**config.mk**
```make
export PLATFORM = sky130hd
export DESIGN_NAME = pe_result_select
export DESIGN_NICKNAME = d
export VERILOG_FILES = /design/src/common/pe_pkg.sv /design/src/logic/pe_result_select.sv
export VERILOG_INCLUDE_DIRS = /design/src /design/src/common
export SDC_FILE = /design/constraint.sdc
export NUM_CORES = 1
export LEC_CHECK = 0
export BUFFER_PORTS_ARGS = -buffer_cell sky130_fd_sc_hd__buf_4
export CORE_AREA = 2 2 102 104
export DETAILED_ROUTE_END_ITERATION = 8
export DIE_AREA = 0 0 104 106
export PLACE_DENSITY_LB_ADDON = 0.25
export SLEW_MARGIN = 20
export SYNTH_ARGS = -nofsm -noshare
export SYNTH_HDL_FRONTEND = slang
export SYNTH_SLANG_ARGS = --single-unit
```
**constraint.sdc**
```tcl
create_clock -name clk -period 1.2 [get_ports clk]
set_clock_uncertainty 0.15 [all_clocks]
set_input_delay 0 -clock clk [delete_from_list [all_inputs] [get_ports clk]]
set_output_delay 0 -clock clk [all_outputs]
set_load 0.05 [all_outputs]
```
**src/common/pe_defines.svh**
```systemverilog
`ifndef PE_DEFINES_SVH
`define PE_DEFINES_SVH

// word width of one ieee double
`define PE_DWIDTH 64

// operands in to o_result out, in clocks
`define PE_LATENCY 4

// signed fixed-point accumulator format
`define ACC_INT_BITS 40
`define ACC_FRAC_BITS 40

`endif

```
**src/common/pe_pkg.sv**
```systemverilog
`include "pe_defines.svh"

package pe_pkg;

  localparam int MANT_BITS = 52;                          // stored fraction bits
  localparam int EXP_BITS  = `PE_DWIDTH - 1 - MANT_BITS;  // 11 for a double
  localparam int EXP_BIAS  = (1 << (EXP_BITS - 1)) - 1;   // 1023
  localparam int EXP_MAX   = (1 << EXP_BITS) - 1;         // reserved inf/nan code

  typedef struct packed {
    logic                 sign;
    logic [EXP_BITS-1:0]  exp;
    logic [MANT_BITS-1:0] frac;
  } fp64_fields_t;

  // one double seen as raw bits or as its fields
  typedef union packed {
    logic [`PE_DWIDTH-1:0] raw;
    fp64_fields_t          f;
  } fp64_t;

  typedef enum logic [1:0] {
    OP_ADD   = 2'b00,
    OP_ACC_A = 2'b01,
    OP_MUL   = 2'b10,
    OP_ACC_B = 2'b11
  } pe_op_e;

endpackage

```
**src/logic/pe_result_select.sv**
```systemverilog
`timescale 1ns/1ns
`include "pe_defines.svh"

module pe_result_select (
  input  logic                  clk,
  input  logic                  i_rst_n,
  input  pe_pkg::pe_op_e        i_op,
  input  logic [`PE_DWIDTH-1:0] i_add,    // adder, already at full latency
  input  logic [`PE_DWIDTH-1:0] i_mul,    // one clock early
  input  logic [`PE_DWIDTH-1:0] i_acc,    // one clock early
  output logic [`PE_DWIDTH-1:0] o_result
);
  import pe_pkg::*;

  localparam int OP_DLY = `PE_LATENCY - 1; // matches mul and accum depth

  pe_op_e                op_dly [OP_DLY];
  pe_op_e                op_late;
  logic [`PE_DWIDTH-1:0] alt_nxt;
  logic [`PE_DWIDTH-1:0] r_alt;           // aligned mul or acc result
  logic                  r_pick_add;

  assign op_late = op_dly[OP_DLY-1];

  always_comb begin
    case (op_late)
      OP_MUL:   alt_nxt = i_mul;
      OP_ACC_A: alt_nxt = i_acc;
      OP_ACC_B: alt_nxt = i_acc;
      default:  alt_nxt = '0;             // add path bypasses this register
    endcase
  end

  always_ff @(posedge clk) begin
    if (!i_rst_n) begin
      for (int i = 0; i < OP_DLY; i++) begin
        op_dly[i] <= OP_ADD;
      end
      r_alt      <= '0;
      r_pick_add <= 1'b1;
    end else begin
      op_dly[0] <= i_op;
      for (int i = 1; i < OP_DLY; i++) begin
        op_dly[i] <= op_dly[i-1];
      end
      r_alt      <= alt_nxt;
      r_pick_add <= (op_late == OP_ADD);
    end
  end

  assign o_result = r_pick_add ? i_add : r_alt; // adder joins after the register

endmodule

```
==> metrics.txt, run 1 <==
starting density of the core=0.3824; grt ovf=0; area inside the core boundary=10000 sq um; slack of the worst reg-to-reg path=-20 ps; pin slew with the least headroom to its limit=roughly 260 ps; maximum level of the CTS H-tree=3; number of warnings reported in the yosys synthesis log=0; classification of the worst-slack hold path=input port to output pin; number of hold-slack violations in the final timing report=0; quantity of I/O buffers inserted on ports=roughly 260; ratio of final minimum period to clock period=1.346; CP endpoint kind=output pin; worst setup timing slack at the placement stage=-86.56 ps; tightest hold margin=between 200 and 250 ps; total design power=around 6.7 mW; capture instance of the worst register-to-register path=r_alt[13]; Antenna diodes=0; most common library cell in the layout ignoring fill and taps=sky130_fd_sc_hd__buf_4; # setup viols final=66; Std-Cell Rows=37; Starting DRT DRC Count=approximately 120; Reg-to-Reg Start=op_dly[0][4]; final-stage net count=957; drt pass-1 iters=5; buffers from clock root to sink, at most=2; total of flip-flops plus latches after synthesis=71; netlist area before placement=between 3000 and 4000 sq um; PwrDens=between 800 and 900 nW/um^2; sequential element share of the synthesized area=0.3717; antenna violations before repair=0; number of instances in the synthesized netlist=371; global-route wire length before repair=approximately 24 mm; overall routed net length=roughly 16 mm; largest vdd supply drop=about 0.55 mV; height of the die=106 um; data required time of the critical path=1050 ps; post-synthesis to final-layout area growth=104.6%; vias after detailed routing=4377; Post-Synthesis Net Count=between 500 and 600; kind of start point of the critical path=flip-flop; logic depth of the worst register-to-register path=4; average instance area after synthesis=roughly 10 sq um; clock network latency to the later pin of the worst-skew pair=340 ps; count of nets left with antenna violations after detail routing=0; standby leakage power=3.773 nW; Worst Hold Depth=3; number of clock buffers inserted by TritonCTS=9; remaining routing DRC violations=0; max-capacitance violation count=0; commonest non-fill, non-tap cells in the layout=sky130_fd_sc_hd__buf_4, sky130_fd_sc_hd__dlygate4sd3_1, sky130_fd_sc_hd__dfxtp_1, sky130_fd_sc_hd__buf_6; signal arrival time at the worst endpoint=1470 ps; Placed Instances=~750; IO Count=260; Clock Root Buffer=sky130_fd_sc_hd__clkbuf_8; clock edge transition at the registers on the reported setup and hold paths=70 ps; Worst Setup Slack, final=-415.0 ps; cell area after placement=5864 sq um; share of post-route cells with drive strength above 1=0.5444; clock sink count=71; outcome=finished, violations left; number of pins with negative max-slew slack in the final report=0; number of global-route vias before repair=4798; setup repair after global routing missed its margin=yes; die footprint=between 10000 and 15000 sq um; highest attainable clock frequency=0.6192 GHz; Min Clock Period, post-route=1615 ps; non-filler instance count after layout=902; violated checks=setup timing; Cell variety after synth=15; startpoint of the worst setup timing path=r_pick_add; detailed-route wire length per cell=around 18 um; global routing usage summed across all routing layers=0.2781; crit path capture=o_result[39]; type of the setup path with the least slack=flip-flop to output pin; utilization after layout=0.7823; global placement routability congestion=~0.84; Layout Cell Area excl Fill=7823 sq um; clock tree from TritonCTS=built; Worst Path Max Fanout=26; Post-Route Setup TNS=-24900 ps; number of vias per cell=between 4 and 5; Post-DP HPWL=about 9.0 mm; largest net degree at the start of global routing=57; relative slew slack=0.8293; width of the die=104 um
## cell type report
type / instances / area, sq um
Fill cell: 601 / 2177
Clock inverter: 4 / 45.04
Clock buffer: 12 / 145.1
Sequential cell: 71 / 1429
Timing Repair Buffer: 415 / 3929
Tap cell: 136 / 170.2
Multi-Input combinational cell: 264 / 2105
## metal layers
layer / GRT usage / vias to the layer above / wire (um)
met5: 0 / - / 0
met4: 0.1264 / 0 / 575
met3: 0.04476 / 48 / 801
met2: 0.5475 / 199 / 9041
met1: 0.2868 / 2062 / 5773
li1: - / 2068 / -
## state kept, by name, summed over array words and instances (netlist names)
| register | cells |
|---|---|
| r_alt | 64 |
| r_pick_add | 1 |
| op_dly | 6 |
## worst min-delay path by stage
| stage | slack [ps] | endpoint | start |
|---|---|---|---|
| 2_1_floorplan | -20 | op_dly[0][0] | i_op[0] |
| 3_3_place_gp | 60 | op_dly[0][0] | i_op[0] |
| 3_5_place_dp | 60 | op_dly[0][0] | i_op[0] |
| 4_1_cts | 200 | o_result[30] | i_add[30] |
| 5_1_grt | 210 | o_result[55] | i_add[55] |
| 6_report | 200 | o_result[22] | i_add[22] |
## repair_timing
item / in CTS / in global routing
gates cloned: 2 / 3
buffers inserted: 6 / 0
gates resized for setup: 69 / 17
endpoints found under the hold margin: 67 / 0
setup endpoints to repair: 82 / 123
pin swaps: 0 / 22
hold buffers: 131 / 0
## power breakdown
part / internal, mW / leakage (nW) / switching (mW)
sequential: 2.40 / 0.576 / 0.0220
clock: 1.01 / 0.100 / 0.923
combinational: 1.28 / 3.10 / 1.09
## logic make-up after synthesis
kind of cell	count (synthesis)	share of synthesized area
buffers and inverters	36	0.08672
and+or+nand+nor	136	0.1603
muxes	64	0.2474
DFF	71	0.3717
AOI/OAI and AO/OA	64	0.1338
## synth_stat cells
library cell	n	area, sq um
sky130_fd_sc_hd__and2_1	6	37.54
sky130_fd_sc_hd__buf_12	6	120.1
sky130_fd_sc_hd__buf_2	19	95.09
sky130_fd_sc_hd__buf_4	2	15.01
sky130_fd_sc_hd__buf_6	9	101.4
sky130_fd_sc_hd__dfxtp_1	71	1421
sky130_fd_sc_hd__mux2_1	4	45.04
sky130_fd_sc_hd__mux2_4	60	900.9
sky130_fd_sc_hd__nand2_1	64	240.2
sky130_fd_sc_hd__nand2b_1	1	6.260
sky130_fd_sc_hd__nand3_1	64	320.3
sky130_fd_sc_hd__nand4b_1	1	8.760
sky130_fd_sc_hd__o21ai_0	1	5.000
sky130_fd_sc_hd__o21ai_1	12	60.06
sky130_fd_sc_hd__o21ai_2	51	446.7
## worst max-delay path: stages (launching register included)
cell	delay, ps
sky130_fd_sc_hd__dfxtp_4	390
sky130_fd_sc_hd__buf_12	230
sky130_fd_sc_hd__mux2_4	340
sky130_fd_sc_hd__buf_6	160
(Power assumes the default switching activity.)
==> inputs of run 2 (changes only) <==
--- a/config.mk
+++ b/config.mk
@@ -11,6 +11,7 @@
 export DETAILED_ROUTE_END_ITERATION = 8
 export DIE_AREA = 0 0 104 106
 export PLACE_DENSITY_LB_ADDON = 0.25
+export SETUP_SLACK_MARGIN = 0.2
 export SLEW_MARGIN = 20
 export SYNTH_ARGS = -nofsm -noshare
 export SYNTH_HDL_FRONTEND = slang
==> run 2 against run 1 <==
The flow still finishes with violations (setup timing). Count of clock-buffer cells in the layout decreased by 1. Sequential power about the same. Power increased by 4.5%. Final cell count increased by 3.4%. Die area unchanged. Register-to-register slack got worse by 30 ps. Critical endpoint is now o_result[61]. Highest routed layer unchanged.
==> metrics.txt, run 2 (synthesized netlist as in run 1, its figures left out) <==
part of the total power dissipated in the clock network=0.289 (+0.002); Largest register FFs=64 (unchanged); classification of the worst-slack hold path=input port to flip-flop; logic depth of the worst register-to-register path=5 (+1); largest net degree at the start of global routing=61 (+7.0%); remaining routing DRC violations=0 (unchanged); Placed Instances=747 (+0.13%); max-capacitance violation count=0 (unchanged); total design power=7.028 mW (+4.5%); most flop-heavy register=r_alt; share of post-route cells with drive strength above 1=0.6106 (+0.06617); data required time of the critical path=1050 ps (about the same); width of the die=104 um (unchanged); detailed-route wire length per cell=20.51 um (+14%); Starting DRT DRC Count=220 (+91%); switching power summed over all nets=2.166 mW (+6.7%); kind of start point of the critical path=flip-flop; Std-Cell Rows=37 (unchanged); number of pins with negative max-slew slack in the final report=0 (unchanged); vias after detailed routing=4703 (+7.4%); highest attainable clock frequency=0.6115 GHz (-1.2%); global routing usage summed across all routing layers=0.3177 (+0.03958); ratio of final minimum period to clock period=1.363 (+0.01686); # setup viols final=76 (+15%); post-synthesis to final-layout area growth=126.7%; Combinational Power Share=0.366 (+0.014); antenna violations before repair=1 (+1); global placement routability congestion=0.8037 (-4.3%); non-filler instance count after layout=933 (+3.4%); grt ovf=0 (unchanged); type of the setup path with the least slack=flip-flop to output pin; CP endpoint kind=output pin; clock sink count=71 (unchanged); drt pass-1 iters=4 (-1); Worst Path Max Fanout=8 (-69%); GRT Max-Usage Layer=met2; violated checks=setup timing; die footprint=11020 sq um (unchanged); cell area after placement=5822 sq um (-0.73%); clock edge transition at the registers on the reported setup and hold paths=90 ps (+20 ps); clock tree from TritonCTS=built; leading registers by flop count=r_alt x64, op_dly x6, r_pick_add x1; tightest hold margin=33.76 ps (-167.9 ps); number of clock buffers inserted by TritonCTS=9 (unchanged); quantity of I/O buffers inserted on ports=259 (unchanged); signal arrival time at the worst endpoint=1490 ps (+20 ps); commonest non-fill, non-tap cells in the layout=sky130_fd_sc_hd__buf_4, sky130_fd_sc_hd__dlygate4sd3_1, sky130_fd_sc_hd__buf_6, sky130_fd_sc_hd__dfxtp_1; largest vdd supply drop=0.6163 mV (+13%); global-route wire length before repair=27.36 mm (+13%); standby leakage power=4.107 nW (+8.8%); height of the die=106 um (unchanged); M2 GR Usage=0.6170 (+0.06955); Post-DP HPWL=8.720 mm (-2.7%); Layout Cell Area excl Fill=8670 sq um (+11%); count of nets left with antenna violations after detail routing=0 (unchanged); number of vias per cell=5.041 (+3.9%); maximum level of the CTS H-tree=3 (unchanged); number of global-route vias before repair=5196 (+8.3%); PwrDens=810.7 nW/um^2 (-5.7%); met3 Track Usage GR=0.06254 (+0.01778); IO Count=260 (unchanged); final-stage net count=987 (+3.1%); Min Clock Period, post-route=1635 ps (+20.23 ps); most common library cell in the layout ignoring fill and taps=sky130_fd_sc_hd__buf_4; overall routed net length=19.14 mm (+18%); Clock Root Buffer=sky130_fd_sc_hd__clkbuf_8; outcome=finished, violations left; met1 capacity usage during global routing=0.3215 (+0.03468); setup repair after global routing missed its margin=yes; Post-Route Setup TNS=-26700 ps (-1797 ps); pin slew with the least headroom to its limit=455.0 ps (+198.9 ps); number of hold-slack violations in the final timing report=0 (unchanged); Worst Hold Depth=4 (+1); clock network latency to the later pin of the worst-skew pair=330 ps (about the same); Switching Fraction=0.3082 (+0.006248); starting density of the core=0.3824 (unchanged); Worst Setup Slack, final=-435.3 ps (-20.23 ps); area inside the core boundary=10000 sq um (unchanged); buffers from clock root to sink, at most=2 (unchanged); internal power=4.862 mW (+3.6%); sequential share of power=0.345 (-0.015); relative slew slack=0.6967 (-0.1326)
run 2: cell types whose count changed in the layout (fill, tap and decap cells not counted), moves of 3 or more:
cell	before	now
sky130_fd_sc_hd__nand3_2	0	25
sky130_fd_sc_hd__buf_4	199	202
sky130_fd_sc_hd__o21ai_4	1	8
sky130_fd_sc_hd__o21ai_1	11	0
sky130_fd_sc_hd__buf_12	7	11
sky130_fd_sc_hd__o21ai_2	51	56
sky130_fd_sc_hd__buf_16	3	15
sky130_fd_sc_hd__buf_8	4	11
sky130_fd_sc_hd__nand3_1	64	38
run 2: final timing paths:
path                start            to  slack (ps)
max            r_pick_add  o_result[61]        -440
min               i_rst_n     r_alt[18]          30
max reg2reg  op_dly[0][4]      r_alt[6]         -50
min reg2reg  op_dly[0][3]  op_dly[0][5]         290
run 2: power by group through the flow:
stage / Clock (mW) / Combinational (mW) / Sequential [mW]
finish: 2.03 / 2.57 / 2.43
global route: 2.16 / 2.66 / 2.43
CTS: 2.04 / 2.42 / 2.42
detailed placement: 0 / 1.76 / 2.48
global placement: 0 / 1.74 / 2.48
floorplan: 0 / 1.05 / 2.47
run 2: final cells by class:
| cell class | count | area [sq um] |
|---|---|---|
| Antenna cell | 1 | 2.502 |
| Clock buffer | 11 | 151.4 |
| Clock inverter | 5 | 56.30 |
| Fill cell | 468 | 1330 |
| Multi-Input combinational cell | 265 | 2354 |
| Sequential cell | 71 | 1433 |
| Tap cell | 136 | 170.2 |
| Timing Repair Buffer | 444 | 4503 |
run 2: critical path, cell delays in order (launching register included):
cell	delay (ps)
sky130_fd_sc_hd__dfxtp_4	400
sky130_fd_sc_hd__buf_8	130
sky130_fd_sc_hd__buf_16	150
sky130_fd_sc_hd__mux2_4	320
sky130_fd_sc_hd__buf_6	150
run 2: repair_timing:
| item | CTS | global route |
|---|---|---|
| endpoints found under the hold margin | 68 | 0 |
| setup buffers | 15 | 3 |
| pin swaps | 7 | 5 |
| resized for setup | 132 | 42 |
| endpoints found under the setup margin | 129 | 135 |
| cloned | 15 | 3 |
| hold buffers | 133 | 0 |
run 2: metal layers:
layer,routed length [um],vias up
met1,6608,2278
met4,726,0
met3,954,58
met2,10850,232
li1,-,2135
met5,0,-
run 2: stage by stage:
stage / worst slack [ps] / utilization
6_report: -435.3 / 0.8670
5_1_grt: -474.8 / 0.8670
3_5_place_dp: -114.5 / 0.5822
4_1_cts: -447.0 / 0.8363
2_1_floorplan: 62.93 / -
3_3_place_gp: -83.99 / 0.5822
