### config.mk
export PLATFORM = sky130hd
export DESIGN_NAME = fp_add_pipe
export DESIGN_NICKNAME = d
export VERILOG_FILES = /design/src/common/pe_pkg.sv /design/src/logic/fp_add_pipe.sv
export VERILOG_INCLUDE_DIRS = /design/src /design/src/common
export SDC_FILE = /design/constraint.sdc
export NUM_CORES = 1
export LEC_CHECK = 0
export ABC_AREA = 1
export BUFFER_PORTS_ARGS = -buffer_cell sky130_fd_sc_hd__buf_2
export CORE_UTILIZATION = 50
export DETAILED_ROUTE_END_ITERATION = 10
export PLACE_DENSITY = 0.69
export SLEW_MARGIN = 20
export SYNTH_ARGS = -nofsm -noshare
export SYNTH_HDL_FRONTEND = slang
export SYNTH_SLANG_ARGS = --single-unit
### constraint.sdc
create_clock -name clk -period 10.8 [get_ports clk]
set_input_delay 1.08 -clock clk [delete_from_list [all_inputs] [get_ports clk]]
set_output_delay 1.08 -clock clk [all_outputs]
set_load 0.05 [all_outputs]
### src/common/pe_defines.svh
`ifndef PE_DEFINES_SVH
`define PE_DEFINES_SVH

// word width of one ieee double
`define PE_DWIDTH 64

// operands in to o_result out, in clocks
`define PE_LATENCY 4

// signed fixed-point accumulator format
`define ACC_INT_BITS 40
`define ACC_FRAC_BITS 40

`endif

### src/common/pe_pkg.sv
`include "pe_defines.svh"

package pe_pkg;

  localparam int MANT_BITS = 52;                          // stored fraction bits
  localparam int EXP_BITS  = `PE_DWIDTH - 1 - MANT_BITS;  // 11 for a double
  localparam int EXP_BIAS  = (1 << (EXP_BITS - 1)) - 1;   // 1023
  localparam int EXP_MAX   = (1 << EXP_BITS) - 1;         // reserved inf/nan code

  typedef struct packed {
    logic                 sign;
    logic [EXP_BITS-1:0]  exp;
    logic [MANT_BITS-1:0] frac;
  } fp64_fields_t;

  // one double seen as raw bits or as its fields
  typedef union packed {
    logic [`PE_DWIDTH-1:0] raw;
    fp64_fields_t          f;
  } fp64_t;

  typedef enum logic [1:0] {
    OP_ADD   = 2'b00,
    OP_ACC_A = 2'b01,
    OP_MUL   = 2'b10,
    OP_ACC_B = 2'b11
  } pe_op_e;

endpackage

### src/logic/fp_add_pipe.sv
`timescale 1ns/1ns
`include "pe_defines.svh"

module fp_add_pipe (
  input  logic                  clk,
  input  logic                  i_rst_n,
  input  logic [`PE_DWIDTH-1:0] i_a,
  input  logic [`PE_DWIDTH-1:0] i_b,
  output logic [`PE_DWIDTH-1:0] o_sum
);
  import pe_pkg::*;

  localparam int GRD = 3;                  // guard bits kept under the lsb
  localparam int MW  = MANT_BITS + 1 + GRD; // hidden + fraction + guard
  localparam int SW  = MW + 1;             // room for the carry out
  localparam int EW  = EXP_BITS + 2;       // signed exponent while normalizing
  localparam int LZW = $clog2(SW);         // leading zero count width

  fp64_t               a_w;
  fp64_t               b_w;
  logic                a_big;              // |a| >= |b|
  logic [EXP_BITS-1:0] exp_diff;
  logic [MW-1:0]       man_a;
  logic [MW-1:0]       man_b;
  logic [MW-1:0]       man_sml;            // aligned smaller mantissa

  logic                s1_sign_big;
  logic                s1_sign_sml;
  logic [EXP_BITS-1:0] s1_exp;
  logic [MW-1:0]       s1_man_big;
  logic [MW-1:0]       s1_man_sml;

  logic                s2_sign;
  logic [EXP_BITS-1:0] s2_exp;
  logic [SW-1:0]       s2_sum;

  logic [LZW-1:0]      lz;

  logic                s3_sign;
  logic                s3_zero;
  logic signed [EW-1:0] s3_exp;
  logic [SW-1:0]       s3_man;             // leading one at msb

  fp64_t               res;

  assign a_w = i_a;
  assign b_w = i_b;

  // subnormals flush to a zero mantissa
  assign man_a = (a_w.f.exp == '0) ? '0 : {1'b1, a_w.f.frac, {GRD{1'b0}}};
  assign man_b = (b_w.f.exp == '0) ? '0 : {1'b1, b_w.f.frac, {GRD{1'b0}}};

  assign a_big    = {a_w.f.exp, a_w.f.frac} >= {b_w.f.exp, b_w.f.frac}; // magnitude order
  assign exp_diff = a_big ? a_w.f.exp - b_w.f.exp : b_w.f.exp - a_w.f.exp;
  assign man_sml  = (a_big ? man_b : man_a) >> exp_diff; // big shifts drop to zero

  // stage 1 align
  always_ff @(posedge clk) begin
    if (!i_rst_n) begin
      s1_sign_big <= 1'b0;
      s1_sign_sml <= 1'b0;
      s1_exp      <= '0;
      s1_man_big  <= '0;
      s1_man_sml  <= '0;
    end else begin
      s1_sign_big <= a_big ? a_w.f.sign : b_w.f.sign;
      s1_sign_sml <= a_big ? b_w.f.sign : a_w.f.sign;
      s1_exp      <= a_big ? a_w.f.exp : b_w.f.exp;
      s1_man_big  <= a_big ? man_a : man_b;
      s1_man_sml  <= man_sml;
    end
  end

  // stage 2 signed mantissa add
  always_ff @(posedge clk) begin
    if (!i_rst_n) begin
      s2_sign <= 1'b0;
      s2_exp  <= '0;
      s2_sum  <= '0;
    end else begin
      s2_sign <= s1_sign_big;                      // larger operand sets the sign
      s2_exp  <= s1_exp;
      if (s1_sign_big ^ s1_sign_sml) begin
        s2_sum <= {1'b0, s1_man_big} - {1'b0, s1_man_sml}; // never negative
      end else begin
        s2_sum <= {1'b0, s1_man_big} + {1'b0, s1_man_sml};
      end
    end
  end

  // highest set bit wins
  always_comb begin
    lz = '0;
    for (int i = 0; i < SW; i++) begin
      if (s2_sum[i]) begin
        lz = LZW'(SW - 1 - i);
      end
    end
  end

  // stage 3 normalize
  always_ff @(posedge clk) begin
    if (!i_rst_n) begin
      s3_sign <= 1'b0;
      s3_zero <= 1'b1;
      s3_exp  <= '0;
      s3_man  <= '0;
    end else begin
      s3_sign <= s2_sign;
      s3_zero <= (s2_sum == '0);                   // cancellation or two zeros
      s3_exp  <= EW'(s2_exp) + EW'(1) - EW'(lz);   // +1 for the carry position
      s3_man  <= s2_sum << lz;
    end
  end

  // pack, flush underflow, saturate overflow
  always_comb begin
    res.raw = '0;
    if (!s3_zero && s3_exp > 0) begin
      res.f.sign = s3_sign;
      if (s3_exp >= EXP_MAX) begin
        res.f.exp  = EXP_BITS'(EXP_MAX - 1);       // largest finite
        res.f.frac = '1;
      end else begin
        res.f.exp  = s3_exp[EXP_BITS-1:0];
        res.f.frac = s3_man[SW-2 -: MANT_BITS];    // truncate below
      end
    end
  end

  // stage 4 output
  always_ff @(posedge clk) begin
    if (!i_rst_n) begin
      o_sum <= '0;
    end else begin
      o_sum <= res.raw;
    end
  end

endmodule

==> impl_metrics.json, run 1 <==
{
  "clockRootBuffer": "clkbuf_16",
  "place_hpwl_um": 61500,
  "switching_power_w": 0.00421,
  "netlist_area_mm2": 0.0234,
  "grt_max_degree": 85,
  "ys.flop_type": "dfxtp_1",
  "initial_core_util_pct": 51.1,
  "hold_buffers": 0,
  "crit_family": "simple AND/OR/NAND/NOR gates",
  "post_cts_buffers": 0,
  "sw_frac_of_total_pct": 52.3,
  "grt.total_usage_pct": 33.3,
  "max_stage_delay_ps": 510,
  "fin_cells": 4451,
  "end_kind": "register",
  "cp_max_fo": 59,
  "synth_cell_types": 57,
  "combPwrFrac_pct": 63.9,
  "slew_headroom_pct": 26.1,
  "synth_fp_nets": 4034,
  "multi_input_area_mm2": 0.0147,
  "drt_iter0_markers": 2907,
  "htree_levels": 2,
  "finalSetupTns_ps": 0,
  "synth-seq-cells": 322,
  "totalWireLength_um": 78700,
  "syn-instance-count": 3756,
  "ir_drop_uv": 233,
  "syn2layout_area_growth_pct": 11.3,
  "gp_congestion": 0.988,
  "worstPathArrival_ps": 6670,
  "power_density_mw_per_mm2": 309,
  "p_clk_share_pct": 16.0,
  "ys_warn_count": 0,
  "fin_crit_sh_pct": 57.8,
  "route.vias.total": 25037,
  "std_cell_rows": 78,
  "seq_power_share_pct": 20.1,
  "insertion_delay_ps": 550,
  "io_pins": 194,
  "hold_class": "register to register",
  "layout-drive-gt1-share_pct": 9.89,
  "finalClockSkew_ps": 29.7,
  "crit_buf_inv": 5,
  "finalPower_w": 0.00805,
  "dieArea_mm2": 0.0477,
  "numPlacedInstances": 4389,
  "crit_path_start_kind": "register",
  "drcViolationCount": 0,
  "synthArstFlopShare_pct": 0,
  "port_buffers": 193,
  "fillers": 4707,
  "crit_top_cell": "nand2_1",
  "synth_top_cell_by_area": "dfxtp_1",
  "clkTransAtPathRegs_ps": 60,
  "grt_overflow": 0,
  "wl_per_cell_um": 17.7,
  "cap_violations": 0,
  "cts_tree": "built",
  "cts_resized": 0,
  "yosys-top-cells-area": "dfxtp_1, nand2_1, nand3_1",
  "cts_sinks": 322,
  "required_ps": 11230,
  "p_int_w": 0.00384,
  "fmax_ghz": 0.160,
  "worst_pin_slew_ps": 1110,
  "final-seq-area_mm2": 0.00645,
  "cp_slowest_cell": "buf_4",
  "fin_nets": 4104,
  "hold_violations": 0,
  "status": "complete, no violations",
  "diodes": 0,
  "grt_pass1_wl_um": 126000,
  "synth_edf_count": 0,
  "syn_avg_cell_area_um2": 6.23,
  "die_height_um": 218,
  "core_mm2": 0.0458,
  "seq_area_frac_synth_pct": 27.5,
  "finish.utilization_pct": 56.9,
  "synth.top_cell.area_share_pct": 27.5,
  "ant_nets": 0,
  "setup_viol": 0,
  "antenna_found_initial": 0,
  "whs_ps": 407,
  "p_leak_nw": 13.1,
  "worst-setup-path-type": "register to register",
  "cts_buffer_depth": 3,
  "dr.pass1.iters": 6,
  "rsz0062_at_grt": "no",
  "fin_crit_ps": 6240,
  "grt_pass1_vias": 23263,
  "fp.dieW_um": 218,
  "numCtsBuffers": 35,
  "vias_per_cell": 5.63,
  "maxSlewViolCount": 0
}
per-stage QoR:
step | setup WS, ps | cell area, um^2
floorplan | 5700 | 23400
global placement | 4450 | 24800
detailed placement | 4390 | 24800
CTS | 4610 | 26100
global route | 3790 | 26100
finish | 4560 | 26100
Yosys cell counts, types with 5 or more instances:
master    number
xor2_1        31
o31ai_1       20
a31oi_1       28
o21ai_2       12
o21ai_1       33
a211oi_1       5
nor4_1        24
nand4_1       26
buf_1         26
nor2_1       401
o21a_1        15
o21bai_1       7
o22ai_1       52
a21oi_2        5
ha_1         145
mux2i_1       12
xnor2_1       31
o21ai_0      277
inv_1        422
nor3_1        96
nand3_1      500
o211ai_1      10
clkinv_1       7
dfxtp_1      322
o32ai_1        5
inv_2         21
nand2_2       17
nand2_1      757
a21oi_1      230
clkbuf_1     167
cell families after synthesis:
family | share of synthesized area [%]
flip-flops | 27.5
AO/OA/AOI/OAI | 17.5
AND/OR/NAND/NOR | 33.6
XOR/XNOR | 2.32
multiplexers | 0.513
adder cells (fa/ha/maj) | 8.01
buffers and inverters | 10.5
per-layer routing:
metal	GRT usage (%)	vias up	share of wire (%)
li1	-	12597	-
met1	42.1	11268	42
met2	53.9	968	45
met3	3.55	204	6.3
met4	21.2	0	7.1
met5	0	-	0
layout make-up:
cell class	instances	share of cell area, %
Multi-Input combinational cell	2785	56.2
Sequential cell	322	24.7
Inverter	451	6.50
Timing Repair Buffer	231	4.80
Clock buffer	43	3.71
Tap cell	600	2.88
Clock inverter	19	1.13
layout by cell type, fill, tap and decap left out, drive strengths merged, types with 3 or more instances in the layout:
cell / instances
xor2: 31
nand4: 26
a21o: 3
or2: 5
clkinv: 15
nor3: 96
xnor2: 31
bufinv: 7
nand3: 502
fa: 3
nor2: 404
a211oi: 5
inv: 446
o21a: 15
clkbuf: 43
dfxtp: 322
mux2i: 12
o31ai: 21
ha: 145
buf: 231
o211ai: 11
o21ai: 324
nor4: 24
a221oi: 3
nand2: 777
o22ai: 52
o32ai: 5
o221ai: 4
o21bai: 7
a21oi: 235
a31oi: 29
tightest hold or removal path: cells and delay by family, from the launching register on:
family        cells  cell delay [ps]
flops             1              300
simple gates      1               40
buf+inv           1               40
power by group through the flow:
| stage | Sequential, W | Combinational [W] | Clock (W) |
|---|---|---|---|
| 2_1_floorplan | 0.00169 | 0.00371 | 0 |
| 3_3_place_gp | 0.00164 | 0.00505 | 0 |
| 3_5_place_dp | 0.00164 | 0.00504 | 0 |
| 4_1_cts | 0.00162 | 0.00507 | 0.00131 |
| 5_1_grt | 0.00164 | 0.00577 | 0.00136 |
| 6_report | 0.00162 | 0.00514 | 0.00129 |
state kept, by name (all words and copies together), names as in the netlist:
| signal | cells |
|---|---|
| s3_man | 52 |
| s1_exp | 11 |
| s3_exp | 13 |
| s1_man_sml | 56 |
| s1_sign_big | 1 |
| s3_zero | 1 |
| s2_sign | 1 |
| s2_exp | 11 |
| s2_sum | 57 |
| s3_sign | 1 |
| s1_sign_sml | 1 |
| o_sum | 64 |
| s1_man_big | 53 |
final timing paths:
path	from	endpoint	slack (ps)	depth (start not counted)
setup / recovery	s2_sum[2]$_SDFF_PN0_	s3_exp[11]$_SDFF_PN0_	4560	72
hold reg to reg	s1_exp[10]$_SDFF_PN0_	s2_exp[10]$_SDFF_PN0_	410	2
setup reg to reg	s2_sum[2]$_SDFF_PN0_	s3_exp[11]$_SDFF_PN0_	4560	72
hold / removal	s1_exp[10]$_SDFF_PN0_	s2_exp[10]$_SDFF_PN0_	410	2
Note: power is estimated with default switching activity, not from simulation.
==> inputs of run 2 (changes only) <==
--- a/config.mk
+++ b/config.mk
@@ -10,7 +10,7 @@
 export BUFFER_PORTS_ARGS = -buffer_cell sky130_fd_sc_hd__buf_2
 export CORE_UTILIZATION = 50
 export DETAILED_ROUTE_END_ITERATION = 10
-export PLACE_DENSITY = 0.69
+export PLACE_DENSITY = 0.71
 export SLEW_MARGIN = 20
 export SYNTH_ARGS = -nofsm -noshare
 export SYNTH_HDL_FRONTEND = slang
==> constraint.sdc (replaced) <==
create_clock -name clk -period 5.2 [get_ports clk]
set_input_delay 0.52 -clock clk [delete_from_list [all_inputs] [get_ports clk]]
set_output_delay 0.52 -clock clk [all_outputs]
set_load 0.05 [all_outputs]
==> run 2 against run 1 <==
Against the previous run:
- the flow now finishes with violations (negative setup slack)
- sequential share of layout area down 1.5 points
- hold slack worse by 130 ps
- maximum frequency increased by 18%
- critical path type unchanged
- largest power group unchanged
==> impl_metrics.json, run 2 (synthesized netlist as in run 1, its figures left out) <==
{
  "status": "finished with violations",
  "failed_checks": "negative setup slack",
  "grt_pass1_vias": 23835,
  "top_layer": "met4",
  "worst_pin_slew_ps": 1060,
  "cap_violations": 0,
  "timing.rr.start": "s1_man_sml[0]$_SDFF_PP0_",
  "finalSetupTns_ps": -104,
  "p_clk_share_pct": 14.6,
  "numCtsBuffers": 34,
  "seq_power_share_pct": 19.0,
  "wl_met1_um": 33500,
  "startpoint": "s1_man_sml[0]$_SDFF_PP0_",
  "hold_class": "primary input to register",
  "rrSetupSlack_ps": -100,
  "rsz0062_at_grt": "yes",
  "die_height_um": 218,
  "cp_max_fo": 4,
  "dieArea_mm2": 0.0477,
  "cts_tree": "built",
  "crit_buf_inv": 8,
  "core_mm2": 0.0458,
  "placedInstanceArea_mm2": 0.0259,
  "fin_crit_sh_pct": 102,
  "maxSlewViolCount": 0,
  "required_ps": 5650,
  "std_cell_rows": 78,
  "drt_iter0_markers": 2321,
  "finish.utilization_pct": 60.6,
  "grt_overflow": 0,
  "fp.dieW_um": 218,
  "holdPathStages": 3,
  "crit_family": "compound AO/OA/AOI/OAI gates",
  "gp_congestion": 1.01,
  "crit_path_start_kind": "register",
  "antenna_found_initial": 0,
  "r2r_end": "s2_sum[56]$_SDFF_PN0_",
  "sw_frac_of_total_pct": 51.6,
  "end_kind": "register",
  "route.vias.total": 25681,
  "p_leak_nw": 13.9,
  "largestRegisters": "o_sum: 64 flops, s2_sum: 57 flops, s1_man_sml: 56 flops",
  "cts_sinks": 322,
  "port_buffers": 193,
  "fmax_ghz": 0.189,
  "diodes": 0,
  "holdPathEnd": "s1_exp[8]$_SDFF_PN0_",
  "grt_max_degree": 85,
  "switching_power_w": 0.00916,
  "hold_violations": 0,
  "wl_per_cell_um": 17.2,
  "htree_levels": 2,
  "clkTransAtPathRegs_ps": 60,
  "setup_ws_ps": -104,
  "slew_headroom_pct": 29.4,
  "largest_reg_flops": 64,
  "finalClockSkew_ps": 22.4,
  "insertion_delay_ps": 550,
  "combPwrFrac_pct": 66.4,
  "top_register": "o_sum",
  "final_area_mm2": 0.0277,
  "crit_top_cell": "inv_2",
  "ir_drop_uv": 638,
  "hold_buffers": 0,
  "io_pins": 194,
  "cp_slowest_cell": "dfxtp_2",
  "drcViolationCount": 0,
  "worstRegToRegCells": 43,
  "vias_per_cell": 5.57,
  "power_density_mw_per_mm2": 641,
  "syn2layout_area_growth_pct": 18.4,
  "worst-setup-path-type": "register to register",
  "post-place-ws_ps": -88.4,
  "grt_pass1_wl_um": 125000,
  "ant_nets": 0,
  "p_int_w": 0.00860,
  "worstPathArrival_ps": 5760,
  "final_cell_mix": "nand2_1, nand3_1, inv_1",
  "setup_viol": 1,
  "fin_crit_ps": 5300,
  "wl_met2_um": 35800,
  "hp-start": "i_a[60]",
  "clockRootBuffer": "clkbuf_16",
  "initial_core_util_pct": 51.1,
  "dr.pass1.iters": 8,
  "fin_nets": 4264,
  "whs_ps": 280,
  "max_stage_delay_ps": 340,
  "grt.total_usage_pct": 32.9,
  "totalWireLength_um": 79100,
  "layout-drive-gt1-share_pct": 15.0,
  "place_hpwl_um": 61600,
  "wl_met3_um": 4680,
  "cts_buffer_depth": 3,
  "fillers": 4414,
  "layout_commonest_cell": "nand2_1"
}
[run 2: cell count changes in the layout (fill, tap and decap cells not counted), sizes merged]
cell,previous run,this run
clkinvlp,2,3
bufinv,7,6
inv,446,448
clkinv,15,11
buf,231,392
clkbuf,43,45
[run 2: worst max-delay path by stage]
stage | to | depth (start not counted) | slack (ps)
after CTS | s2_sum[56]$_SDFF_PN0_ | 43 | 10
after detailed placement | s2_sum[56]$_SDFF_PN0_ | 43 | -90
after global placement | s3_exp[11]$_SDFF_PN0_ | 70 | -70
after global routing | s3_exp[11]$_SDFF_PN0_ | 70 | -520
final | s2_sum[56]$_SDFF_PN0_ | 43 | -100
after floorplan | s3_exp[11]$_SDFF_PN0_ | 72 | 100
[run 2: worst min-delay path, cell delays in order]
cell,delay [ps]
buf_2,90
inv_1,60
a21oi_1,110
[run 2: repair_timing]
action / 4_1_cts / 5_1_grt
buffers inserted: 0 / 29
gates resized for setup: 8 / 96
setup endpoints to repair: 7 / 75
pin swaps: 1 / 49
[run 2: cell type report]
cell class	instances	area (um^2)	share of cell area, %
Tap cell	600	751	2.71
Clock inverter	17	269	0.970
Sequential cell	322	6450	23.3
Clock buffer	45	942	3.40
Inverter	451	1700	6.14
Timing Repair Buffer	392	2540	9.15
Multi-Input combinational cell	2785	15100	54.3
[run 2: per-stage QoR]
step | std cells | power, W
2_1_floorplan | 3756 | 0.0112
3_3_place_gp | 4521 | 0.0143
3_5_place_dp | 4521 | 0.0143
4_1_cts | 4583 | 0.0170
5_1_grt | 4612 | 0.0193
6_report | 4612 | 0.0178
[run 2: power by group through the flow]
stage	clock, W	combinational [W]	sequential, W
2_1_floorplan	0	0.00770	0.00351
3_3_place_gp	0	0.0109	0.00339
3_5_place_dp	0	0.0109	0.00340
4_1_cts	0.00263	0.0110	0.00335
5_1_grt	0.00275	0.0131	0.00342
6_report	0.00259	0.0118	0.00337
[run 2: metal layers]
| metal | vias to the layer above | GRT usage, % |
|---|---|---|
| met5 | - | 0 |
| met4 | 0 | 20.4 |
| met3 | 190 | 3.86 |
| met2 | 990 | 53.6 |
| met1 | 11590 | 41.2 |
| li1 | 12911 | - |
